File: src/common/softmc_settings.svh
`ifndef SOFTMC_SETTINGS_SVH
`define SOFTMC_SETTINGS_SVH

// Queue depths in entries
`define SOFTMC_IQ_DEPTH      16
`define SOFTMC_RDBACK_DEPTH  8

// Cycles from a read command on the pins to the sampled data word
`define SOFTMC_READ_LATENCY  5

// DDR3 pin widths
`define SOFTMC_ROW_WIDTH     15
`define SOFTMC_BANK_WIDTH    3
`define SOFTMC_DQ_WIDTH      64

`endif

File: src/common/ddr3_bus_pkg.sv
`include "softmc_settings.svh"

package ddr3_bus_pkg;

  // Bank address pins
  typedef logic [`SOFTMC_BANK_WIDTH-1:0] ddr_bank_t;

  // Row or column address on shared pins
  typedef logic [`SOFTMC_ROW_WIDTH-1:0] ddr_addr_t;

  // One word from the data bus
  typedef logic [`SOFTMC_DQ_WIDTH-1:0] dq_word_t;

endpackage

File: src/common/softmc_instr_pkg.sv
`include "softmc_settings.svh"

package softmc_instr_pkg;

  // ************************************************************************
  // Instruction word
  // ************************************************************************

  typedef logic [31:0] instr_t;

  // Top nibble of the instruction word
  typedef enum logic [3:0] {
    OP_END  = 4'b0000,
    OP_WAIT = 4'b0100,
    OP_DDR  = 4'b1000
  } opcode_e;

  // Idle cycles carried in bits 27..0 of a WAIT
  typedef logic [27:0] wait_cnt_t;

  // Room for one END per queue entry
  typedef logic [$clog2(`SOFTMC_IQ_DEPTH + 1)-1:0] end_cnt_t;

  // ************************************************************************
  // Sequencer
  // ************************************************************************

  typedef enum logic [1:0] {
    SEQ_IDLE  = 2'd0,
    SEQ_ISSUE = 2'd1,
    SEQ_WAIT  = 2'd2
  } seq_state_e;

endpackage

File: src/readback/read_capture.sv
`timescale 1ns/1ps

`include "softmc_settings.svh"

module read_capture
  import ddr3_bus_pkg::*;
(
  input  logic     ddr3_ck_n_sdram,
  input  logic     rst_n,

  // Issued command pins
  input  logic     ddr_cs_n,
  input  logic     ddr_ras_n,
  input  logic     ddr_cas_n,
  input  logic     ddr_we_n,
  input  dq_word_t ddr_dq,

  // Toward the readback FIFO
  output logic     capture,
  output dq_word_t capture_data
);

  localparam int LAT = `SOFTMC_READ_LATENCY;

  logic           is_read;
  logic [LAT-1:0] rd_pipe;

  // READ is cs_n=0 ras_n=1 cas_n=0 we_n=1
  assign is_read = !ddr_cs_n && ddr_ras_n && !ddr_cas_n && ddr_we_n;

  // ************************************************************************
  // Read marker pipeline
  // ************************************************************************

  // Bit k is set k+1 cycles after the read was on the pins
  always_ff @(posedge ddr3_ck_n_sdram) begin
    if (!rst_n) begin
      rd_pipe <= '0;
      capture <= 1'b0;
    end else begin
      rd_pipe <= {rd_pipe[LAT-2:0], is_read};
      capture <= rd_pipe[LAT-1];
    end
  end

  // Data is valid on the bus while the oldest marker is set
  always_ff @(posedge ddr3_ck_n_sdram) begin
    if (rd_pipe[LAT-1]) begin
      capture_data <= ddr_dq;
    end
  end

endmodule

File: src/sequencer/instr_sequencer.sv
`timescale 1ns/1ps

module instr_sequencer
  import softmc_instr_pkg::*;
  import ddr3_bus_pkg::*;
(
  input  logic      ddr3_ck_n_sdram,
  input  logic      rst_n,

  // Queue side
  input  logic      push,
  input  opcode_e   push_opcode,
  input  instr_t    instr,
  input  logic      iq_empty,
  output logic      iq_pop,
  output logic      processing_iseq,

  // Registered command pins
  output logic      ddr_cs_n,
  output logic      ddr_ras_n,
  output logic      ddr_cas_n,
  output logic      ddr_we_n,
  output ddr_bank_t ddr_ba,
  output ddr_addr_t ddr_addr
);

  seq_state_e state;
  end_cnt_t   end_pending;
  wait_cnt_t  wait_left;
  opcode_e    op;
  wait_cnt_t  instr_wait;
  logic       fetch;
  logic       issue_ddr;
  logic       end_pushed;
  logic       end_popped;

  // ************************************************************************
  // Decode of the queue head
  // ************************************************************************

  assign op         = opcode_e'(instr[31:28]);
  assign instr_wait = instr[27:0];

  // One instruction per cycle while issuing
  assign fetch      = (state == SEQ_ISSUE) && !iq_empty;
  assign iq_pop     = fetch;
  assign issue_ddr  = fetch && (op == OP_DDR);

  assign end_pushed = push && (push_opcode == OP_END);
  assign end_popped = fetch && (op == OP_END);

  assign processing_iseq = (state != SEQ_IDLE);

  // ************************************************************************
  // Pending END count
  // ************************************************************************

  // Each queued END marks one complete sequence ready to run
  always_ff @(posedge ddr3_ck_n_sdram) begin
    if (!rst_n) begin
      end_pending <= '0;
    end else begin
      case ({end_pushed, end_popped})
        2'b10:   end_pending <= end_pending + 1'b1;
        2'b01:   end_pending <= end_pending - 1'b1;
        default: end_pending <= end_pending;
      endcase
    end
  end

  // ************************************************************************
  // Sequence FSM
  // ************************************************************************

  // WAIT n takes its own fetch cycle plus n-1 idle cycles
  always_ff @(posedge ddr3_ck_n_sdram) begin
    if (!rst_n) begin
      state     <= SEQ_IDLE;
      wait_left <= '0;
    end else begin
      case (state)
        SEQ_IDLE: begin
          if (end_pending != '0) begin
            state <= SEQ_ISSUE;
          end
        end
        SEQ_ISSUE: begin
          // WAIT 0 behaves as WAIT 1 and needs no idle state
          if (fetch) begin
            if (op == OP_END) begin
              state <= SEQ_IDLE;
            end else if ((op == OP_WAIT) && (instr_wait > wait_cnt_t'(1))) begin
              wait_left <= instr_wait - 1'b1;
              state     <= SEQ_WAIT;
            end
          end
        end
        SEQ_WAIT: begin
          wait_left <= wait_left - 1'b1;
          if (wait_left <= wait_cnt_t'(1)) begin
            state <= SEQ_ISSUE;
          end
        end
        default: begin
          state <= SEQ_IDLE;
        end
      endcase
    end
  end

  // ************************************************************************
  // Command pins
  // ************************************************************************

  // NOP on every cycle without a DDR instruction
  always_ff @(posedge ddr3_ck_n_sdram) begin
    if (!rst_n) begin
      ddr_cs_n  <= 1'b1;
      ddr_ras_n <= 1'b1;
      ddr_cas_n <= 1'b1;
      ddr_we_n  <= 1'b1;
    end else if (issue_ddr) begin
      ddr_cs_n  <= instr[27];
      ddr_ras_n <= instr[26];
      ddr_cas_n <= instr[25];
      ddr_we_n  <= instr[24];
    end else begin
      ddr_cs_n  <= 1'b1;
      ddr_ras_n <= 1'b1;
      ddr_cas_n <= 1'b1;
      ddr_we_n  <= 1'b1;
    end
  end

  // Bank and address only mean something under cs_n low
  always_ff @(posedge ddr3_ck_n_sdram) begin
    if (issue_ddr) begin
      ddr_ba   <= instr[23:21];
      ddr_addr <= instr[14:0];
    end
  end

endmodule

File: src/softmc_top.sv
`timescale 1ns/1ps

`include "softmc_settings.svh"

module softmc_top
  import softmc_instr_pkg::*;
  import ddr3_bus_pkg::*;
(
  input  logic      ddr3_ck_n_sdram,
  input  logic      rst_n,

  // Instruction port
  input  logic      app_en,
  input  instr_t    app_instr,
  output logic      app_ack,
  output logic      iq_full,
  output logic      processing_iseq,

  // DDR3 command and data pins
  output logic      ddr_cs_n,
  output logic      ddr_ras_n,
  output logic      ddr_cas_n,
  output logic      ddr_we_n,
  output ddr_bank_t ddr_ba,
  output ddr_addr_t ddr_addr,
  input  dq_word_t  ddr_dq,

  // Readback port
  input  logic      rdback_fifo_rden,
  output dq_word_t  rdback_data,
  output logic      rdback_fifo_empty
);

  logic     iq_push;
  logic     iq_pop;
  logic     iq_empty;
  instr_t   iq_head;
  logic     capture;
  dq_word_t capture_data;

  // A strobe while full is lost without an acknowledge
  assign iq_push = app_en && !iq_full;

  always_ff @(posedge ddr3_ck_n_sdram) begin
    if (!rst_n) begin
      app_ack <= 1'b0;
    end else begin
      app_ack <= iq_push;
    end
  end

  // ************************************************************************
  // Instruction path
  // ************************************************************************

  sync_fifo #(
    .WIDTH ($bits(instr_t)),
    .DEPTH (`SOFTMC_IQ_DEPTH)
  ) u_instr_queue (
    .ddr3_ck_n_sdram (ddr3_ck_n_sdram),
    .rst_n           (rst_n),
    .push            (iq_push),
    .push_data       (app_instr),
    .pop             (iq_pop),
    .head            (iq_head),
    .empty           (iq_empty),
    .full            (iq_full)
  );

  instr_sequencer u_instr_sequencer (
    .ddr3_ck_n_sdram (ddr3_ck_n_sdram),
    .rst_n           (rst_n),
    .push            (iq_push),
    .push_opcode     (opcode_e'(app_instr[31:28])),
    .instr           (iq_head),
    .iq_empty        (iq_empty),
    .iq_pop          (iq_pop),
    .processing_iseq (processing_iseq),
    .ddr_cs_n        (ddr_cs_n),
    .ddr_ras_n       (ddr_ras_n),
    .ddr_cas_n       (ddr_cas_n),
    .ddr_we_n        (ddr_we_n),
    .ddr_ba          (ddr_ba),
    .ddr_addr        (ddr_addr)
  );

  // ************************************************************************
  // Readback path
  // ************************************************************************

  read_capture u_read_capture (
    .ddr3_ck_n_sdram (ddr3_ck_n_sdram),
    .rst_n           (rst_n),
    .ddr_cs_n        (ddr_cs_n),
    .ddr_ras_n       (ddr_ras_n),
    .ddr_cas_n       (ddr_cas_n),
    .ddr_we_n        (ddr_we_n),
    .ddr_dq          (ddr_dq),
    .capture         (capture),
    .capture_data    (capture_data)
  );

  sync_fifo #(
    .WIDTH (`SOFTMC_DQ_WIDTH),
    .DEPTH (`SOFTMC_RDBACK_DEPTH)
  ) u_rdback_fifo (
    .ddr3_ck_n_sdram (ddr3_ck_n_sdram),
    .rst_n           (rst_n),
    .push            (capture),
    .push_data       (capture_data),
    .pop             (rdback_fifo_rden),
    .head            (rdback_data),
    .empty           (rdback_fifo_empty),
    .full            ()
  );

endmodule

File: src/sync_fifo.sv
`timescale 1ns/1ps

module sync_fifo #(
  parameter int WIDTH = 32,
  parameter int DEPTH = 16
) (
  input  logic             ddr3_ck_n_sdram,
  input  logic             rst_n,
  input  logic             push,
  input  logic [WIDTH-1:0] push_data,
  input  logic             pop,
  output logic [WIDTH-1:0] head,
  output logic             empty,
  output logic             full
);

  localparam int AW = (DEPTH > 1) ? $clog2(DEPTH) : 1;
  localparam int CW = $clog2(DEPTH + 1);
  localparam logic [CW-1:0] FULL_CNT = CW'(DEPTH);
  localparam logic [AW-1:0] LAST_PTR = AW'(DEPTH - 1);

  logic [WIDTH-1:0] mem [DEPTH];
  logic [AW-1:0]    wr_ptr;
  logic [AW-1:0]    rd_ptr;
  logic [CW-1:0]    count;
  logic             do_push;
  logic             do_pop;

  // Wraps at DEPTH even when it is not a power of two
  function automatic logic [AW-1:0] ptr_inc(input logic [AW-1:0] ptr);
    if (ptr == LAST_PTR) begin
      return '0;
    end
    return ptr + 1'b1;
  endfunction

  // Full queue drops the push and empty queue ignores the pop
  assign do_push = push && (count != FULL_CNT);
  assign do_pop  = pop && (count != '0);

  assign empty = (count == '0);
  assign full  = (count == FULL_CNT);

  // First word falls through
  assign head = mem[rd_ptr];

  always_ff @(posedge ddr3_ck_n_sdram) begin
    if (do_push) begin
      mem[wr_ptr] <= push_data;
    end
  end

  always_ff @(posedge ddr3_ck_n_sdram) begin
    if (!rst_n) begin
      wr_ptr <= '0;
      rd_ptr <= '0;
      count  <= '0;
    end else begin
      if (do_push) begin
        wr_ptr <= ptr_inc(wr_ptr);
      end
      if (do_pop) begin
        rd_ptr <= ptr_inc(rd_ptr);
      end
      case ({do_push, do_pop})
        2'b10:   count <= count + 1'b1;
        2'b01:   count <= count - 1'b1;
        default: count <= count;
      endcase
    end
  end

endmodule
File: config.mk
export PLATFORM = sky130hd
export DESIGN_NAME = softmc_top
export DESIGN_NICKNAME = d
export VERILOG_FILES = /design/src/common/ddr3_bus_pkg.sv /design/src/common/softmc_instr_pkg.sv /design/src/readback/read_capture.sv /design/src/sequencer/instr_sequencer.sv /design/src/softmc_top.sv /design/src/sync_fifo.sv
export VERILOG_INCLUDE_DIRS = /design/src /design/src/common
export SDC_FILE = /design/constraint.sdc
export NUM_CORES = 1
export LEC_CHECK = 0
export BUFFER_PORTS_ARGS = -buffer_cell sky130_fd_sc_hd__buf_2
export CAP_MARGIN = 25
export CORE_ASPECT_RATIO = 1.25
export CORE_MARGIN = 2
export CORE_UTILIZATION = 50
export DETAILED_ROUTE_END_ITERATION = 7
export PLACE_DENSITY = 0.65
export SYNTH_ARGS = -nofsm -noshare
export SYNTH_HDL_FRONTEND = slang
export SYNTH_HIERARCHICAL = 1
export SYNTH_SLANG_ARGS = --single-unit
File: constraint.sdc
create_clock -name ddr3_ck_n_sdram -period 9.7 [get_ports ddr3_ck_n_sdram]
set_input_delay 1.455 -clock ddr3_ck_n_sdram [delete_from_list [all_inputs] [get_ports ddr3_ck_n_sdram]]
set_output_delay 1.455 -clock ddr3_ck_n_sdram [all_outputs]
set_load 0.01 [all_outputs]
==> key figures, run 1 <==
Flow run
  – Max-cap violations: 0

Timing
  – Headroom to the max-slew limit: between 20 and 30%
  – Slew Viols, Final: 0
  – Endpoints failing setup: 0
  – Peak Freq: between 150 and 200 MHz
  – Setup TNS: 0 ns
  – Final Hold Vio Count: 0
  – Worst slew pin tran: between 1 and 1.5 ns
  – Period utilisation layout: between 50% and 60%
  – Period minus WS final: roughly 5.5 ns
  – RSZ-0062 raised after global routing: false
  – Fin Clk Skew: between 0.02 and 0.025 ns

Route
  – TritonRoute pass-1 iters: 7
  – Detailed-route wire length: 97600 um
  – DRT iter0 DRCs: approximately 1.8k
  – Drt wl/cell: ~27 um
  – # DRC: 0
  – DR vias/cell: approximately 5.9
  – Total number of vias: 21.69k
  – Final ANT Viol Nets: 0

Finish
  – Fillers: 6712
  – FF/Latch Area: approximately 35000 um^2
  – Area Growth Syn to Fin: 12.62%
  – Multi-input gate area: roughly 11000 um^2
  – Share of layout cells above drive strength 1: between 30% and 40%
  – Final nets: roughly 2.5k

Worst setup path
  – CP Data Required Time: a little over 10 ns
  – Crit Path Category: register to register
  – WP data arrival: 6.02 ns
  – R2R cell count: 9
  – Startpoint types: register
  – Critical path fanouts, max: between 60 and 70
  – Crit end category: register

Pwr
  – Internal Pwr Total: 8.030 mW
  – Leak: 16.31 nW
  – Clock power frac: between 40% and 50%
  – Combinational share of power: under 10%
  – Net Sw Power: 1.943 mW
  – IR Drop Worst-Case VDD: roughly 160 uV
  – P per Cell Area: 192.4 nW/um^2
  – Switch share: between 15 and 20%
  – Power consumption: 9.973 mW
  – Sequential power share: approximately 56%

Floorplanning
  – Die area: roughly 94000 um^2
  – Top Ports: between 150 and 200
  – Die Span X: around 280 um
  – Die H: roughly 340 um
  – Core area: about 91000 um^2
  – Site Rows: around 120
  – Initial Utilization: approximately half

Synth
  – Mean Syn Cell Area: approximately 22 um^2
  – Post-synth EDFFs: 1106
  – Post-Synthesis Cells: ~2.1k
  – Yosys warning count: 6
  – Syn nets: between 2k and 2.5k
  – Post-synthesis sequential area ratio: 75.48%
  – Yosys cell types: 86
  – #FFs+latches synth: 1182
  – Post-Synthesis Cell Area: ~46000 um^2
  – Ys async rst share: 0%
  – Synth Flop Type: edfxtp_1

Clocking
  – Hold Buf Count CTS: 0
  – Post-CTS Setup Inserts: 0
  – Clock sink count: 1182
  – TritonCTS Buffers: 110
  – Insertion delay of the later-clocked pin in the worst-skew pair: just under 0.7 ns
  – Root Buffer: clkbuf_16
  – CTS clk-pin slew, worst paths: 0.06 ns
  – CTS tree: yes
  – CTS Buffer Depth: 3
  – Post-cts sizing count: 0
  – H-tree Lvls: 3

Run status
  – Outcome: completed

Global route
  – Pin count of the biggest net entering global routing: 105
  – Vias in the first global route: 22.91k
  – First-pass GRT wire length: 144800 um
  – Total Routing Usage GR: 20.85%
  – Initial antenna violation count: 10
  – Global route overflow: 0

Placed design
  – Port-buffer cells: 189
  – Placer's final routability congestion estimate: a little over 0.8
  – Detail Placement HPWL: 53320 um

Worst hold path
  – WHS Path Cells: 1
  – Tightest Hold Check Type: register to register
## final cells by class
cell class,instances,area share [%]
flip-flops and latches,1182,67.07
multi-input cells,823,20.47
clock buffers,136,5.582
well taps,1197,2.890
repair buffers,235,2.540
clock inverters,67,1.306
inverters,19,0.1376
diodes,1,0.004828
## cell usage after synthesis, types with 15 or more instances
master	instances	area share [%]
nor2_1	51	0.42
nor4_1	15	0.20
buf_6	21	0.51
edfxtp_1	1106	72
mux4_2	238	12
mux2_2	65	1.6
inv_1	18	0.15
dfxtp_1	76	3.3
and2_1	17	0.23
a21oi_1	42	0.46
ha_1	23	0.63
xor2_1	18	0.34
clkbuf_1	35	0.29
nand2_1	50	0.41
mux4_1	50	2.9
nor3_1	33	0.36
xnor2_1	17	0.32
## cell usage in the layout (no fill, tap or decap), types with 6 or more instances in the layout
| cell type | n |
|---|---|
| clkinv_2 | 23 |
| xor2_1 | 18 |
| or3_1 | 11 |
| or4_1 | 7 |
| o21ai_0 | 13 |
| xnor2_1 | 17 |
| bufinv_16 | 11 |
| nor3_1 | 29 |
| nand3_1 | 13 |
| nor2b_1 | 12 |
| inv_1 | 18 |
| clkinvlp_4 | 8 |
| nand2_1 | 50 |
| dfxtp_1 | 68 |
| nand4_1 | 8 |
| mux2_2 | 65 |
| or2_2 | 6 |
| nand2b_1 | 6 |
| clkinv_1 | 20 |
| edfxtp_1 | 1106 |
| mux4_1 | 50 |
| mux4_2 | 238 |
| a21oi_1 | 42 |
| clkbuf_1 | 24 |
| ha_1 | 23 |
| nor2_1 | 48 |
| mux2i_1 | 8 |
| nor4_1 | 14 |
| a31oi_1 | 13 |
| buf_4 | 44 |
| and2_2 | 17 |
| clkbuf_16 | 112 |
| o21ai_1 | 8 |
| dfxtp_4 | 6 |
| buf_2 | 189 |
## worst paths after layout
check	startpoint	slack, ns	to
hold reg to reg	u_instr_sequencer/ddr_cas_n	0.42	u_read_capture/rd_pipe[0]
setup reg to reg	register	4.20	u_instr_sequencer/wait_left[14]
setup / recovery	register	4.20	u_instr_sequencer/wait_left[14]
hold / removal	u_instr_sequencer/ddr_cas_n	0.42	u_read_capture/rd_pipe[0]
## power by group through the flow
stage,sequential (mW),combinational [mW],clock [mW]
detailed placement,5.67,0.169,0
global placement,5.67,0.162,0
floorplan,5.67,0.0833,0
global route,5.56,0.183,4.53
finish,5.57,0.169,4.24
CTS,5.57,0.170,4.33
## kinds of logic (layout without fill, tap and decap cells)
group | after synthesis | count (layout) | share of synthesized area, %
buffers and inverters | 118 | 457 | 1.669
AO/OA/AOI/OAI | 136 | 136 | 2.012
other | 0 | 1 | 0
flip-flops | 1182 | 1182 | 75.48
multiplexers | 361 | 361 | 16.27
AND/OR/NAND/NOR | 267 | 267 | 3.238
XOR/XNOR | 35 | 35 | 0.6661
adder cells (fa/ha/maj) | 24 | 24 | 0.6689
## worst max-delay path, stage by stage, from the launching register on
cell and delay (ns):
dfxtp_4 1.03, buf_4 0.79, mux4_2 0.40, mux4_2 0.55, nor4_2 0.71, nand2b_1 0.26, o31a_1 0.63, nor2_1 0.58
o31a_1 0.21, a211oi_1 0.05
## per-stage QoR
step                      setup slack (ns)  hold slack (ns)  area [um^2]  std cells  util [%]
after floorplan                      2.078           0.4204        46020       2123         -
after global routing                 3.882           0.4597        51820       3659     56.71
after global placement               4.373           0.4108        48240       3454     52.79
final                                4.198           0.4222        51830       3660     56.71
after CTS                            4.231           0.4359        51810       3657     56.69
after detailed placement             4.241           0.4261        48240       3454     52.79
## flip-flops by register name, summed over array words and instances (netlist names), 2 cells and up, named ones only
name                           cells
u_instr_sequencer/ddr_ba           3
u_instr_sequencer/ddr_addr        15
u_read_capture/rd_pipe             5
u_instr_queue/mem                512
u_instr_sequencer/state            2
u_read_capture/capture_data       64
u_rdback_fifo/count                4
u_instr_queue/rd_ptr               4
u_instr_sequencer/wait_left       28
u_rdback_fifo/mem                512
u_rdback_fifo/wr_ptr               3
u_instr_sequencer/end_pending      5
u_instr_queue/count                5
u_rdback_fifo/rd_ptr               3
u_instr_queue/wr_ptr               4
## routing by layer
| metal | vias to the layer above | wire length [um] | track usage [%] |
|---|---|---|---|
| met5 | - | 108 | 0 |
| met4 | 18 | 2502 | 6.498 |
| met3 | 159 | 5999 | 3.765 |
| met2 | 668 | 51090 | 36.68 |
| met1 | 11425 | 37910 | 26.30 |
| li1 | 9423 | - | - |
Note: power is estimated with default switching activity, not from simulation.
==> inputs of run 2 (changes only) <==
ABC_AREA = 1   (was unset)
PLACE_DENSITY = 0.67   (was 0.65)
clock period = 4.7 ns   (was 9.7 ns; I/O delays follow)
==> run 2 against run 1 <==
Synthesized cell count rose by 90%. Critical path depth shrank 1. Area after synthesis up 5.7%. Routed wire length is 14% higher. Highest routed layer unchanged. Sequential power increased by 120%. Flip-flop and latch count unchanged. Register-to-register slack worse by 3.5 ns.
==> key figures, run 2 <==
Worst setup path
  – Startpoint types: register (unchanged)
  – Crit end category: output port (was register)
  – CP Data Required Time: 3.99 ns (was 10.22 ns)
  – WP data arrival: 3.37 ns (was 6.02 ns)
  – R2R cell count: 16 (was 9)
  – Crit Path Category: register to output port (was register to register)
  – Critical path fanouts, max: 203 (was 69)

Route
  – # DRC: 0 (unchanged)
  – DRT iter0 DRCs: 2560 (was 1764)
  – Detailed-route wire length: 111700 um (was 97600 um)
  – DR vias/cell: 5.451 (was 5.927)
  – TritonRoute pass-1 iters: 5 (was 7)
  – Drt wl/cell: 19.97 um (was 26.67 um)
  – Final ANT Viol Nets: 0 (unchanged)
  – Total number of vias: 30.49k (was 21.69k)

Timing
  – Period utilisation layout: between 80% and 90%
  – Period minus WS final: 4.073 ns
  – Fin Clk Skew: 0.04252 ns (was 0.02392 ns)
  – Slew Viols, Final: 0 (unchanged)
  – Peak Freq: between 200 and 250 MHz
  – RSZ-0062 raised after global routing: false (unchanged)
  – Endpoints failing setup: 0 (unchanged)
  – Setup TNS: 0 ns (unchanged)
  – Min Hold Slack: 0.1699 ns (was 0.4222 ns)
  – Final Hold Vio Count: 0 (unchanged)
  – Worst slew pin tran: 1.184 ns (was 1.068 ns)
  – Headroom to the max-slew limit: 21.09% (was 28.80%)

Pwr
  – Leak: 19.53 nW (was 16.31 nW)
  – Clock power frac: 30.3% (was 42.5%)
  – Switch share: 33.73% (was 19.48%)
  – Internal Pwr Total: 19.78 mW (was 8.030 mW)
  – Sequential power share: 41.3% (was 55.8%)
  – Net Sw Power: 10.07 mW (was 1.943 mW)
  – P per Cell Area: 546.9 nW/um^2 (was 192.4 nW/um^2)
  – IR Drop Worst-Case VDD: 399.8 uV (was 156.2 uV)
  – Combinational share of power: 28.4% (was 1.7%)

Worst hold path
  – Tightest Hold Check Type: input port to register (was register to register)
  – WHS Path Cells: 1 (unchanged)

Clocking
  – Post-CTS Setup Inserts: 0 (unchanged)
  – CTS clk-pin slew, worst paths: 0.06 ns (about the same)
  – CTS tree: yes (unchanged)
  – CTS Buffer Depth: 3 (unchanged)
  – Hold Buf Count CTS: 0 (unchanged)
  – Post-cts sizing count: 0 (unchanged)
  – Root Buffer: clkbuf_16 (unchanged)
  – TritonCTS Buffers: 113 (was 110)
  – H-tree Lvls: 3 (unchanged)
  – Clock sink count: 1182 (unchanged)
  – Insertion delay of the later-clocked pin in the worst-skew pair: 0.70 ns (was 0.68 ns)

Finish
  – Highest-count cells in the layout ignoring fill and taps: 1106 x edfxtp_1, 586 x nand2_1, 446 x nor2_1, 375 x inv_1, 321 x o21ai_0 (was 1106 x edfxtp_1, 238 x mux4_2, 189 x buf_2, 112 x clkbuf_16, 68 x dfxtp_1)
  – Area Growth Syn to Fin: 12.20% (was 12.62%)
  – Fillers: 7760 (was 6712)
  – Top Registers: u_instr_queue/mem: 512 flops, u_rdback_fifo/mem: 512 flops, u_read_capture/capture_data: 64 flops (unchanged)
  – Final nets: 4335 (was 2495)
  – Share of layout cells above drive strength 1: 11.14% (was 30.79%)
  – Multi-input gate area: 11360 um^2 (was 10610 um^2)
  – FF/Latch Area: 34760 um^2 (about the same)
  – Commonest non-fill, non-tap cell in the layout: edfxtp_1 (unchanged)

Global route
  – Vias in the first global route: 29.31k (was 22.91k)
  – First-pass GRT wire length: 170300 um (was 144800 um)
  – Total Routing Usage GR: 22.04% (was 20.85%)
  – Pin count of the biggest net entering global routing: 204 (was 105)
  – Initial antenna violation count: 7 (was 10)
  – Global route overflow: 0 (unchanged)

Placed design
  – Placer's final routability congestion estimate: 0.8797 (was 0.8052)
  – Port-buffer cells: 189 (unchanged)
  – Detail Placement HPWL: 62100 um (was 53320 um)

Run status
  – Outcome: completed (unchanged)

Synth
  – Mean Syn Cell Area: 12.03 um^2 (was 21.68 um^2)
  – Post-Synthesis Cell Area: 48650 um^2 (was 46020 um^2)
  – Yosys warning count: 6 (unchanged)
  – Post-Synthesis Cells: 4044 (was 2123)
  – Syn nets: 4168 (was 2247)

Flow run
  – Max-cap violations: 0 (unchanged)

Floorplanning
  – Top Ports: 190 (unchanged)
  – Initial Utilization: 50.60% (was 50.36%)
  – Core area: 96140 um^2 (was 91380 um^2)
  – Die Span X: 283.0 um (was 275.3 um)
  – Die H: 352.7 um (was 343.2 um)
  – Die area: 99820 um^2 (was 94490 um^2)
  – Site Rows: 127 (was 124)
==> run 2: final timing paths <==
check	slack (ns)	end	start
worst max-delay path	0.63	rdback_data[11]	register
worst min-delay path	0.17	u_read_capture/capture_data[28]	ddr_dq[28]
worst max register to register	0.74	u_instr_sequencer/wait_left[16]	register
worst min register to register	0.39	u_read_capture/rd_pipe[4]	u_read_capture/rd_pipe[3]
==> run 2: area by class of cell <==
| cell class | count | area share (%) |
|---|---|---|
| flip-flops and latches | 1182 | 63.68 |
| multi-input cells | 2275 | 20.81 |
| clock buffers | 158 | 5.747 |
| repair buffers | 260 | 3.081 |
| well taps | 1290 | 2.957 |
| inverters | 379 | 2.616 |
| clock inverters | 45 | 1.089 |
| diodes | 4 | 0.01834 |
==> run 2: worst max-delay path, cell delays in order, from the launching register on <==
cell and delay (ns):
dfxtp_4 0.80, buf_12 0.67, nor2_1 0.14, nor2_1 0.14, o21ai_0 0.10, o21ai_1 0.10
nand2_1 0.07, nand2_1 0.11, buf_2 0.15
==> run 2: metal layers <==
| metal | share of wire [%] | track usage (%) |
|---|---|---|
| met1 | 41 | 28.49 |
| met2 | 50 | 37.97 |
| met3 | 6.3 | 3.495 |
| met4 | 2.8 | 7.447 |
| met5 | 0.050 | 0 |
==> run 2: per-stage QoR <==
step           power [mW]  instance area [um^2]  util [%]  setup slack (ns)  instances
6_report            29.85                 54580     56.77            0.6271       5593
5_1_grt             31.52                 54580     56.77            0.3857       5591
4_1_cts             30.02                 54520     56.71            0.6673       5587
3_5_place_dp        20.97                 50790     52.83            0.7957       5384
3_3_place_gp        20.83                 50790     52.83            0.8908       5384
2_1_floorplan       18.66                 48650         -            0.7060       4044
==> run 2: power groups by stage <==
| stage | combinational (mW) | clock [mW] | sequential, mW |
|---|---|---|---|
| after CTS | 8.48 | 9.23 | 12.3 |
| after global placement | 8.30 | 0 | 12.5 |
| after detailed placement | 8.44 | 0 | 12.5 |
| after floorplan | 6.44 | 0 | 12.2 |
| after global routing | 9.53 | 9.62 | 12.4 |
| final | 8.48 | 9.05 | 12.3 |
